**src/rtl/axicb_reg_slice.sv**
```systemverilog
////////////////////
// Two-entry slice, all outputs registered.
////////////////////

`timescale 1ns/10ps

module axicb_reg_slice #(
    parameter type payload_t = logic
) (
    input  logic     aclk,
    input  logic     i_reset,
    // Sender side
    input  logic     i_valid,
    output logic     o_ready,
    input  payload_t i_data,
    // Receiver side
    output logic     o_valid,
    input  logic     i_ready,
    output payload_t o_data
);

    logic     skid_valid;
    payload_t skid_data;
    logic     main_load;

    // Main register can take new data when empty or draining
    assign main_load = ~o_valid | i_ready;

    // Only a full skid entry stops the sender
    assign o_ready = ~skid_valid;

    always_ff @(posedge aclk) begin
        if (i_reset) begin
            o_valid    <= 1'b0;
            skid_valid <= 1'b0;
        end else if (main_load) begin
            // Skid entry drains first to keep order
            o_valid    <= skid_valid | i_valid;
            skid_valid <= 1'b0;
        end else if (i_valid && o_ready) begin
            skid_valid <= 1'b1;
        end
    end

    // Payload path
    always_ff @(posedge aclk) begin
        if (main_load) begin
            if (skid_valid) begin
                o_data <= skid_data;
            end else if (i_valid) begin
                o_data <= i_data;
            end
        end else if (i_valid && o_ready) begin
            skid_data <= i_data;
        end
    end

endmodule

```
**config.mk**
```make
export PLATFORM = sky130hd
export DESIGN_NAME = axicb_reg_slice
export DESIGN_NICKNAME = d
export VERILOG_FILES = /design/src/rtl/axicb_reg_slice.sv
export SDC_FILE = /design/constraint.sdc
export NUM_CORES = 1
export LEC_CHECK = 0
export BUFFER_PORTS_ARGS = -buffer_cell sky130_fd_sc_hd__buf_2
export CORE_AREA = 2 2 39 41
export DETAILED_ROUTE_END_ITERATION = 10
export DIE_AREA = 0 0 41 43
export GPL_TIMING_DRIVEN = 1
export PLACE_DENSITY_LB_ADDON = 0.15
export SYNTH_ARGS = -nofsm -noshare
export SYNTH_HDL_FRONTEND = slang
export SYNTH_SLANG_ARGS = --single-unit
```
**constraint.sdc**
```tcl
create_clock -name aclk -period 1.7 [get_ports aclk]
set_input_delay 0.085 -clock aclk [delete_from_list [all_inputs] [get_ports aclk]]
set_output_delay 0.085 -clock aclk [all_outputs]
set_load 0.01 [all_outputs]
```
==> results_dict.tcl <==
set metrics [dict create \
    status "finished, final reports clean" \
    clockPowerShare 0.471 \
    clkTransAtPathRegs_ns 0.04 \
    syn2layout_area_growth_pct 48.1 \
    peakVddDrop_mv 0.365 \
    coreArea_um2 1380 \
    p_sw_uw 48.8 \
    final_cells 38 \
    gp_congestion 0.549 \
    port_buffers 7 \
    avgSynthCellArea_um2 13.5 \
    ys_seq_elements 4 \
    grt_pass1_wl_um 345 \
    final_nets 29 \
    wl_met1_um 127 \
    synth_edf_count 2 \
    finalHoldViolations 0 \
    antenna_found_initial 0 \
    period_share 0.565 \
    async_reset_ff_frac 0 \
    ys_warn_count 0 \
    tritoncts "built" \
    p_leak_nw 0.0986 \
    cp_max_fo 5 \
    synth.area.top_cells "edfxtp_1 (37%), dfxtp_1 (25%), mux2_4 (9.3%), nand2b_4 (8.5%), nor3b_1 (4.7%)" \
    boundaryPins 8 \
    layout-drive-gt1-share 0.545 \
    syn_nets 17 \
    die_w_um 41 \
    vias 119 \
    worstPathArrival_ns 0.94 \
    antennaDiodeCount 0 \
    max_freq_mhz 1040 \
    tightest_slew_ns 0.184 \
    p_seq_frac 0.444 \
    cts_setup_buffers 0 \
    routed.top_layer "met3" \
    path_buf_inv 0 \
    die_y_um 43 \
    cpMaxStageDelayCell "dfxtp_1" \
    grt_util_all_layers 0.0383 \
    fin_skew_ns 0.00382 \
    synth-seq-area-share 0.620 \
    critPathTopFamily "flip-flops" \
    worstSetupPathType "reg -> reg" \
    critical_path.cell_chain "mux2_4" \
    rows 14 \
    p_int_uw 198 \
    synth_top_area_frac 0.372 \
    power_density_nw_per_um2 1030 \
    cts_hold_buf 0 \
    timing.final.crit_period_ns 0.961 \
    grt_setup_unrepaired "false" \
    pwr-share-comb 0.085 \
    worstSetupEndpoint "o_data" \
    post_cts_resized 0 \
    synth_cell_type_count 10 \
    netlist_instances 12 \
    r2r_end "o_data" \
    worstSkewPairLatency_ns 0.23 \
    ff2ff_setup_slack_ns 0.74 \
    switching_share 0.198 \
    worstRegToRegCells 1 \
    synth_area_um2 161 \
    overflow 0 \
    cts_root_buf "clkbuf_4" \
    cap_violations 0 \
    antenna_left 0 \
    fillerInstances 150 \
    endpoint_kind "register" \
    start_util 0.117 \
    dpl.cell_count 35 \
    grt_max_degree 6 \
    synth_top_cell_by_area "edfxtp_1" \
    slew_violations 0 \
    max_stage_delay_ns 0.40 \
    synth_ff_type "edfxtp_1" \
    h-tree-depth 1 \
    clock_path_buffers 2 \
    drc 0 \
    viasPerCell 3.13 \
    start_kind "register" \
    yosys-top-cells-count "dfxtp_1 (2), edfxtp_1 (2)" \
    drt_iter0_drc 5 \
    floorplan.die_area_um2 1760 \
    dr_wl_met2_um 72 \
    cts.sinks 4 \
    required_ns 1.68 \
    r2r_start "skid_valid" \
    setup_viol 0 \
    wirelength_um 266 \
    startpoint "skid_valid" \
    grt_pass1_vias 88 \
    dr.pass1.iters 4 \
    slew_headroom 0.877 \
    met3WireLength_um 67 \
    hold_ws_ns 0.0185 \
    setup-tns-final_ns 0 \
    hold_path.class "in -> reg" \
    cp_num_cells 1 \
    numCtsBuffers 3 \
    wl_per_cell_um 7.00 \
]
[per-layer routing]
| layer | track usage | vias to the layer above |
|---|---|---|
| met1 | 0.0390 | 45 |
| met3 | 0.0419 | 0 |
| met4 | 0.0800 | 0 |
| met5 | 0 | - |
| li1 | - | 62 |
| met2 | 0.0188 | 12 |
[layout by cell type, fill, tap and decap left out, drive strengths merged]
master / synthesis / routed
a21oi: 1 / 1
buf: 0 / 7
clkbuf: 0 / 3
dfxtp: 2 / 2
edfxtp: 2 / 2
inv: 1 / 1
mux2: 1 / 1
nand2b: 1 / 1
nor2: 1 / 1
nor3: 1 / 1
nor3b: 1 / 1
o21a: 1 / 1
[logic make-up (layout without fill, tap and decap cells)]
group | after synthesis | count (layout) | synth area share
mux | 1 | 1 | 0.0930
simple gates | 4 | 4 | 0.186
buf+inv | 1 | 11 | 0.0232
compound gates | 2 | 2 | 0.0775
flops | 4 | 4 | 0.620
[per-stage QoR]
stage	instance area, µm²	total power, mW	utilization	setup WS (ns)
after floorplan	161	0.122	-	0.720
after global placement	216	0.132	0.156	0.730
after detailed placement	216	0.132	0.156	0.739
after CTS	239	0.253	0.173	0.737
after global routing	239	0.262	0.173	0.670
final	239	0.247	0.173	0.739
[worst min path at each step]
stage               startpoint      end  slack, ns  cells after the start
global route           i_reset  o_valid      0.009                      2
finish                 i_reset  o_valid       0.02                      2
detailed placement     i_reset  o_valid       0.26                      2
global placement       i_reset  o_valid       0.26                      2
CTS                    i_reset  o_valid       0.01                      2
floorplan              i_reset  o_valid       0.15                      1
[cell type report]
| cell class | instances | area (µm²) | share of cell area |
|---|---|---|---|
| tap | 16 | 20.0 | 0.0838 |
| inverter | 1 | 3.75 | 0.0157 |
| timing repair buffer | 7 | 35.0 | 0.147 |
| multi-input combinational | 7 | 57.6 | 0.241 |
| clock buffer | 3 | 22.5 | 0.0942 |
| sequential | 4 | 100 | 0.419 |
[power groups by stage]
stage	Combinational [mW]	Clock, mW	Sequential (mW)
3_5_place_dp	0.0210	0	0.111
6_report	0.0211	0.116	0.109
2_1_floorplan	0.00971	0	0.113
4_1_cts	0.0213	0.122	0.109
3_3_place_gp	0.0213	0	0.111
5_1_grt	0.0231	0.129	0.110
[registers in the layout, summed over array words and instances (netlist names)]
name / flops
o_data: 1
o_valid: 1
skid_data: 1
skid_valid: 1
(Power assumes the default switching activity.)
