--- config.mk ---
export PLATFORM = sky130hd
export DESIGN_NAME = axicb_mst_port
export DESIGN_NICKNAME = d
export VERILOG_FILES = /design/src/rtl/axicb_map_pkg.sv /design/src/rtl/axicb_bus_pkg.sv /design/src/rtl/axicb_mst_port.sv
export SDC_FILE = /design/constraint.sdc
export NUM_CORES = 1
export LEC_CHECK = 0
export ABC_AREA = 1
export BUFFER_PORTS_ARGS = -buffer_cell sky130_fd_sc_hd__buf_2
export CORE_UTILIZATION = 28
export CTS_CLUSTER_SIZE = 14
export DETAILED_ROUTE_END_ITERATION = 16
export MAX_ROUTING_LAYER = met4
export PLACE_DENSITY = 0.77
export SLEW_MARGIN = 30
export SYNTH_ARGS = -nofsm -noshare
export SYNTH_HDL_FRONTEND = slang
export SYNTH_SLANG_ARGS = --single-unit
--- constraint.sdc ---
create_clock -name aclk -period 1.38 [get_ports aclk]
set_clock_uncertainty 0.05 [all_clocks]
set_input_delay 0.276 -clock aclk [delete_from_list [all_inputs] [get_ports aclk]]
set_output_delay 0.276 -clock aclk [all_outputs]
set_load 0.03 [all_outputs]
--- src/rtl/axicb_map_pkg.sv ---
////////////////////
// Two masters and two slaves with a fixed address map.
// The master index sits in the top ID bits and is replaced by the crossbar.
////////////////////

package axicb_map_pkg;

    // Port counts
    localparam int MST_NB = 2;
    localparam int SLV_NB = 2;

    // Index widths derived from the port counts
    localparam int MST_IDX_W = $clog2(MST_NB);
    localparam int SLV_IDX_W = $clog2(SLV_NB);

    ////////////////////
    // Channel widths
    ////////////////////

    localparam int ADDR_W = 16;
    localparam int DATA_W = 32;

    // The most significant MST_IDX_W bits carry the master index
    localparam int ID_W = 4;

    ////////////////////
    // Address map
    ////////////////////

    // Slave 0, first 4 KB
    localparam logic [ADDR_W-1:0] SLV0_BASE = 16'h0000;
    localparam logic [ADDR_W-1:0] SLV0_LAST = 16'h0FFF;

    // Slave 1, second 4 KB
    localparam logic [ADDR_W-1:0] SLV1_BASE = 16'h1000;
    localparam logic [ADDR_W-1:0] SLV1_LAST = 16'h1FFF;

    // Anything above SLV1_LAST gets a DECERR from the master port

endpackage

--- src/rtl/axicb_bus_pkg.sv ---
////////////////////
// AXI4-lite read channel payloads, single beat only.
////////////////////

package axicb_bus_pkg;

    // AXI response codes
    typedef enum logic [1:0] {
        RESP_OKAY   = 2'b00,
        RESP_EXOKAY = 2'b01,
        RESP_SLVERR = 2'b10,
        RESP_DECERR = 2'b11
    } resp_e;

    ////////////////////
    // Read address channel
    ////////////////////

    typedef struct packed {
        logic [axicb_map_pkg::ID_W-1:0]   id;
        logic [axicb_map_pkg::ADDR_W-1:0] addr;
    } ar_t;

    ////////////////////
    // Read data channel
    ////////////////////

    // No last flag, every read is one beat
    typedef struct packed {
        logic [axicb_map_pkg::ID_W-1:0]   id;
        logic [axicb_map_pkg::DATA_W-1:0] data;
        resp_e                            resp;
    } r_t;

endpackage

--- src/rtl/axicb_mst_port.sv ---
////////////////////
// One pending DECERR at most, it blocks new addresses until returned.
////////////////////

`timescale 1ns/10ps

module axicb_mst_port #(
    parameter logic [axicb_map_pkg::MST_IDX_W-1:0] PORT_INDEX = '0
) (
    input  logic                              aclk,
    input  logic                              i_reset,
    // Master side
    input  axicb_bus_pkg::ar_t                i_ar,
    input  logic                              i_arvalid,
    output logic                              o_arready,
    output axicb_bus_pkg::r_t                 o_r,
    output logic                              o_rvalid,
    input  logic                              i_rready,
    // Arbiter side
    output logic [axicb_map_pkg::SLV_NB-1:0]  o_req,
    input  logic [axicb_map_pkg::SLV_NB-1:0]  i_grant,
    output axicb_bus_pkg::ar_t                o_ar,
    // Slave responses, shared by all ports
    input  axicb_bus_pkg::r_t                 i_slv_r [axicb_map_pkg::SLV_NB],
    input  logic [axicb_map_pkg::SLV_NB-1:0]  i_slv_rvalid,
    output logic [axicb_map_pkg::SLV_NB-1:0]  o_slv_rready
);

    localparam int ID_W  = axicb_map_pkg::ID_W;
    localparam int IDX_W = axicb_map_pkg::MST_IDX_W;

    logic [axicb_map_pkg::SLV_NB-1:0]    hit;
    logic                                mapped;
    logic                                dec_pending;
    logic [ID_W-1:0]                     dec_id;
    axicb_bus_pkg::r_t                   dec_r;
    logic                                pick_found;
    logic [axicb_map_pkg::SLV_IDX_W-1:0] pick_idx;
    logic                                resp_hold;
    logic                                hold_found;
    logic [axicb_map_pkg::SLV_IDX_W-1:0] hold_idx;
    logic                                sel_found;
    logic [axicb_map_pkg::SLV_IDX_W-1:0] sel_idx;

    function automatic logic in_range(
        input logic [axicb_map_pkg::ADDR_W-1:0] addr,
        input logic [axicb_map_pkg::ADDR_W-1:0] base,
        input logic [axicb_map_pkg::ADDR_W-1:0] last
    );
        return (addr >= base) && (addr <= last);
    endfunction

    ////////////////////
    // Address path
    ////////////////////

    assign hit[0] = in_range(i_ar.addr, axicb_map_pkg::SLV0_BASE, axicb_map_pkg::SLV0_LAST);
    assign hit[1] = in_range(i_ar.addr, axicb_map_pkg::SLV1_BASE, axicb_map_pkg::SLV1_LAST);
    assign mapped = |hit;

    assign o_req = hit & {axicb_map_pkg::SLV_NB{i_arvalid & ~dec_pending}};

    // Top ID bits carry the port index toward the slave
    always_comb begin
        o_ar = i_ar;
        o_ar.id[ID_W-1 -: IDX_W] = PORT_INDEX;
    end

    // Granted already includes the slice ready
    assign o_arready = ~dec_pending & (mapped ? |(i_grant & hit) : 1'b1);

    // Local DECERR for unmapped reads
    always_ff @(posedge aclk) begin
        if (i_reset) begin
            dec_pending <= 1'b0;
        end else if (i_arvalid && o_arready && !mapped) begin
            dec_pending <= 1'b1;
        end else if (dec_pending && !sel_found && i_rready) begin
            dec_pending <= 1'b0;
        end
    end

    always_ff @(posedge aclk) begin
        if (i_arvalid && o_arready && !mapped) begin
            dec_id <= i_ar.id;
        end
    end

    assign dec_r.id   = dec_id;
    assign dec_r.data = '0;
    assign dec_r.resp = axicb_bus_pkg::RESP_DECERR;

    ////////////////////
    // Response path
    ////////////////////

    // Slave 0 first, DECERR last
    always_comb begin
        pick_found = 1'b0;
        pick_idx   = '0;
        for (int s = 0; s < axicb_map_pkg::SLV_NB; s++) begin
            if (!pick_found && i_slv_rvalid[s] &&
                i_slv_r[s].id[ID_W-1 -: IDX_W] == PORT_INDEX) begin
                pick_found = 1'b1;
                pick_idx   = axicb_map_pkg::SLV_IDX_W'(s);
            end
        end
    end

    // A stalled response stays selected until the master takes it
    assign sel_found = resp_hold ? hold_found : pick_found;
    assign sel_idx   = resp_hold ? hold_idx : pick_idx;

    always_ff @(posedge aclk) begin
        if (i_reset) begin
            resp_hold <= 1'b0;
        end else begin
            resp_hold <= o_rvalid & ~i_rready;
        end
    end

    always_ff @(posedge aclk) begin
        hold_found <= sel_found;
        hold_idx   <= sel_idx;
    end

    assign o_rvalid = sel_found | dec_pending;
    assign o_r      = sel_found ? i_slv_r[sel_idx] : dec_r;

    always_comb begin
        o_slv_rready = '0;
        if (sel_found) begin
            o_slv_rready[sel_idx] = i_rready;
        end
    end

endmodule

==> flow_summary.yaml <==
grt:
  grt_max_degree: 19
  grt_usage_pct: 20.4
  first_global_vias: 1701
  grt-ovfl-total: 0
  antenna_found_initial: 0
  grt_pass1_wl_um: 7000
setup_path:
  end_kind: "primary output"
  worstPathMaxFanout: 17
  r2r-end: "dec_id[3]"
  endpoint: "o_r[20]"
  critPathRequiredTime_ps: 1050
  r2r_cells: 4
  worstPathArrival_ps: 1510
  cp_cell_sequence: "inv_2 -> nand3_4 -> nand2_8 -> buf_12 -> inv_12 -> nor2_2 -> nor2_4 -> buf_4"
  critPathLaunch: "resp_hold"
  critPathSlowestCell: "dfxtp_2"
  r2r-start: "dec_pending"
  cpPeakStageDelay_ps: 330
  startpoint_type: "register"
  r2r_slack_ps: 140
  crit_type: "register to primary output"
floorplanning:
  die_y_um: 68.7
  die_area_um2: 4720
  start_util_pct: 30.1
  die_w_um: 68.7
  std_cell_rows: 23
  core-area_um2: 4140
  pin_count: 168
status:
  outcome: "finished, violations left"
  violations: "setup timing"
cells_and_area:
  drive_gt1_share_pct: 77.1
  seq_area_um2: 201
  multi_input_area_um2: 1190
  n_antenna_cell: 0
  fin_util_pct: 66.2
  syn_to_final_growth_pct: 120
  nFillCells: 337
  fin_nets: 445
sta:
  setup_violations: 41
  period_share_pct: 133
  rsz0062_at_grt: "true"
  finalWorstSetupSlack_ps: -457
  fin_crit_ps: 1840
  hold_slack_ps: 162
  fmax_mhz: 544
  slew_violations: 0
  finalSetupTns_ps: -14970
  hold_viol: 0
drt:
  ant_nets: 0
  drt-pass1-iter-count: 3
  num_vias: 1857
  drc: 0
  via_per_inst: 4.76
  wl_per_cell_um: 12.8
  routed_wl_um: 5000
  drtIter0Drc: 30
logic_synthesis:
  ys_warn_count: 0
  postSynthCellCount: 203
  synth_area_um2: 1250
  synth_area_per_cell_um2: 6.14
  ys_seq_area_share_pct: 16.1
  ys_types: 27
  syn-num-nets: 307
  yosys_register_bits: 8
placed_design:
  place.gp.congestion: 0.776
  portBuffers: 142
  pre_cts_ws_ps: -410
  hpwlAfterDp_um: 3320
clocking:
  clk_path_buf_depth: 2
  clk_pin_slew_worst_paths_ps: 40
  htree_num_levels: 1
  clkSinkCount: 8
  cts-root-buf: "clkbuf_8"
  ctsHoldBuffers: 0
  cts-buffers-inserted: 3
  tritoncts: "built"
  clock_latency_ps: 230
power_and_ir_drop:
  p_per_area_nw_per_um2: 709
  power_leakage_nw: 1.33
  ir_drop_uv: 669
hold_path:
  hp-class: "primary input to register"
flow_run:
  drv_cap: 0
## synthesized netlist by cell type, drive strengths merged
cell | instances | area (um^2)
nor2 | 70 | 278
nor3 | 3 | 25.0
or2 | 1 | 6.26
conb | 1 | 3.75
inv | 13 | 51.3
nand3 | 8 | 67.6
dfxtp | 4 | 80.1
nand3b | 3 | 22.5
a21oi | 1 | 5.00
edfxtp | 4 | 120
nand2 | 30 | 148
buf | 31 | 258
o21ai | 34 | 181
## worst min-delay path by stage
| stage | start | to | depth (start not counted) |
|---|---|---|---|
| global placement | dec_pending | dec_pending | 2 |
| finish | i_reset | resp_hold | 2 |
| CTS | i_reset | resp_hold | 2 |
| detailed placement | i_ar[19] | dec_id[3] | 1 |
| floorplan | i_reset | resp_hold | 1 |
| global route | i_ar[19] | dec_id[3] | 1 |
## per-layer routing
| metal | GRT usage [%] | routed length [um] |
|---|---|---|
| met5 | - | 0 |
| met1 | 18.2 | 1680 |
| met2 | 39.6 | 2730 |
| met4 | 11.0 | 156 |
| met3 | 4.28 | 433 |
## kinds of logic after synthesis
family / after synthesis / synth area share [%]
simple gates: 115 / 43.9
flops: 8 / 16.1
compound gates: 35 / 15.0
other cells: 1 / 0.301
buf+inv: 44 / 24.8
## area by class of cell
cell class	instances	area share (%)
clock buffer	4	1.64
inverter	13	2.46
multi-input combinational	151	43.5
sequential	8	7.34
tap	50	2.28
timing repair buffer	163	42.2
timing repair inverter	1	0.593
## worst max-delay path, delay by kind of cell, from the launching register on
kind | cells | cell delay, ps
flip-flops | 1 | 330
buffers and inverters | 4 | 470
AND/OR/NAND/NOR | 4 | 470
## where the power goes
| group | internal, mW | switching, mW | leakage [nW] |
|---|---|---|---|
| Clock | 0.201 | 0.104 | 0.0228 |
| Sequential | 0.271 | 0.00751 | 0.0717 |
| Combinational | 0.579 | 0.785 | 1.23 |
| Total | 1.05 | 0.897 | 1.33 |
## registers in the layout (all words and copies together) (netlist names)
signal	cells
dec_id	4
dec_pending	1
hold_found	1
hold_idx	1
resp_hold	1
## stage by stage
step	std cells	instance area [um^2]	power [mW]
global placement	379	2210	1.36
CTS	389	2660	1.92
detailed placement	379	2210	1.38
finish	390	2750	1.95
global route	390	2750	2.06
floorplan	203	1550	1.13
## repair_timing
action	CTS	global route
cloned	3	0
pin swaps	3	7
gates resized for setup	112	24
buffers inserted	3	1
setup endpoints to repair	44	45
## cell usage in the layout, fill, tap and decap left out, types with 4 or more instances in the layout
cell and instances:
buf_12 5, buf_2 98, buf_4 36, buf_6 19
edfxtp_1 4, inv_1 8, nand2_1 17, nand2_2 4
nand2_4 8, nor2_1 7, nor2_2 23, nor2_4 40
o21ai_0 5, o21ai_1 26
(Power assumes the default switching activity.)
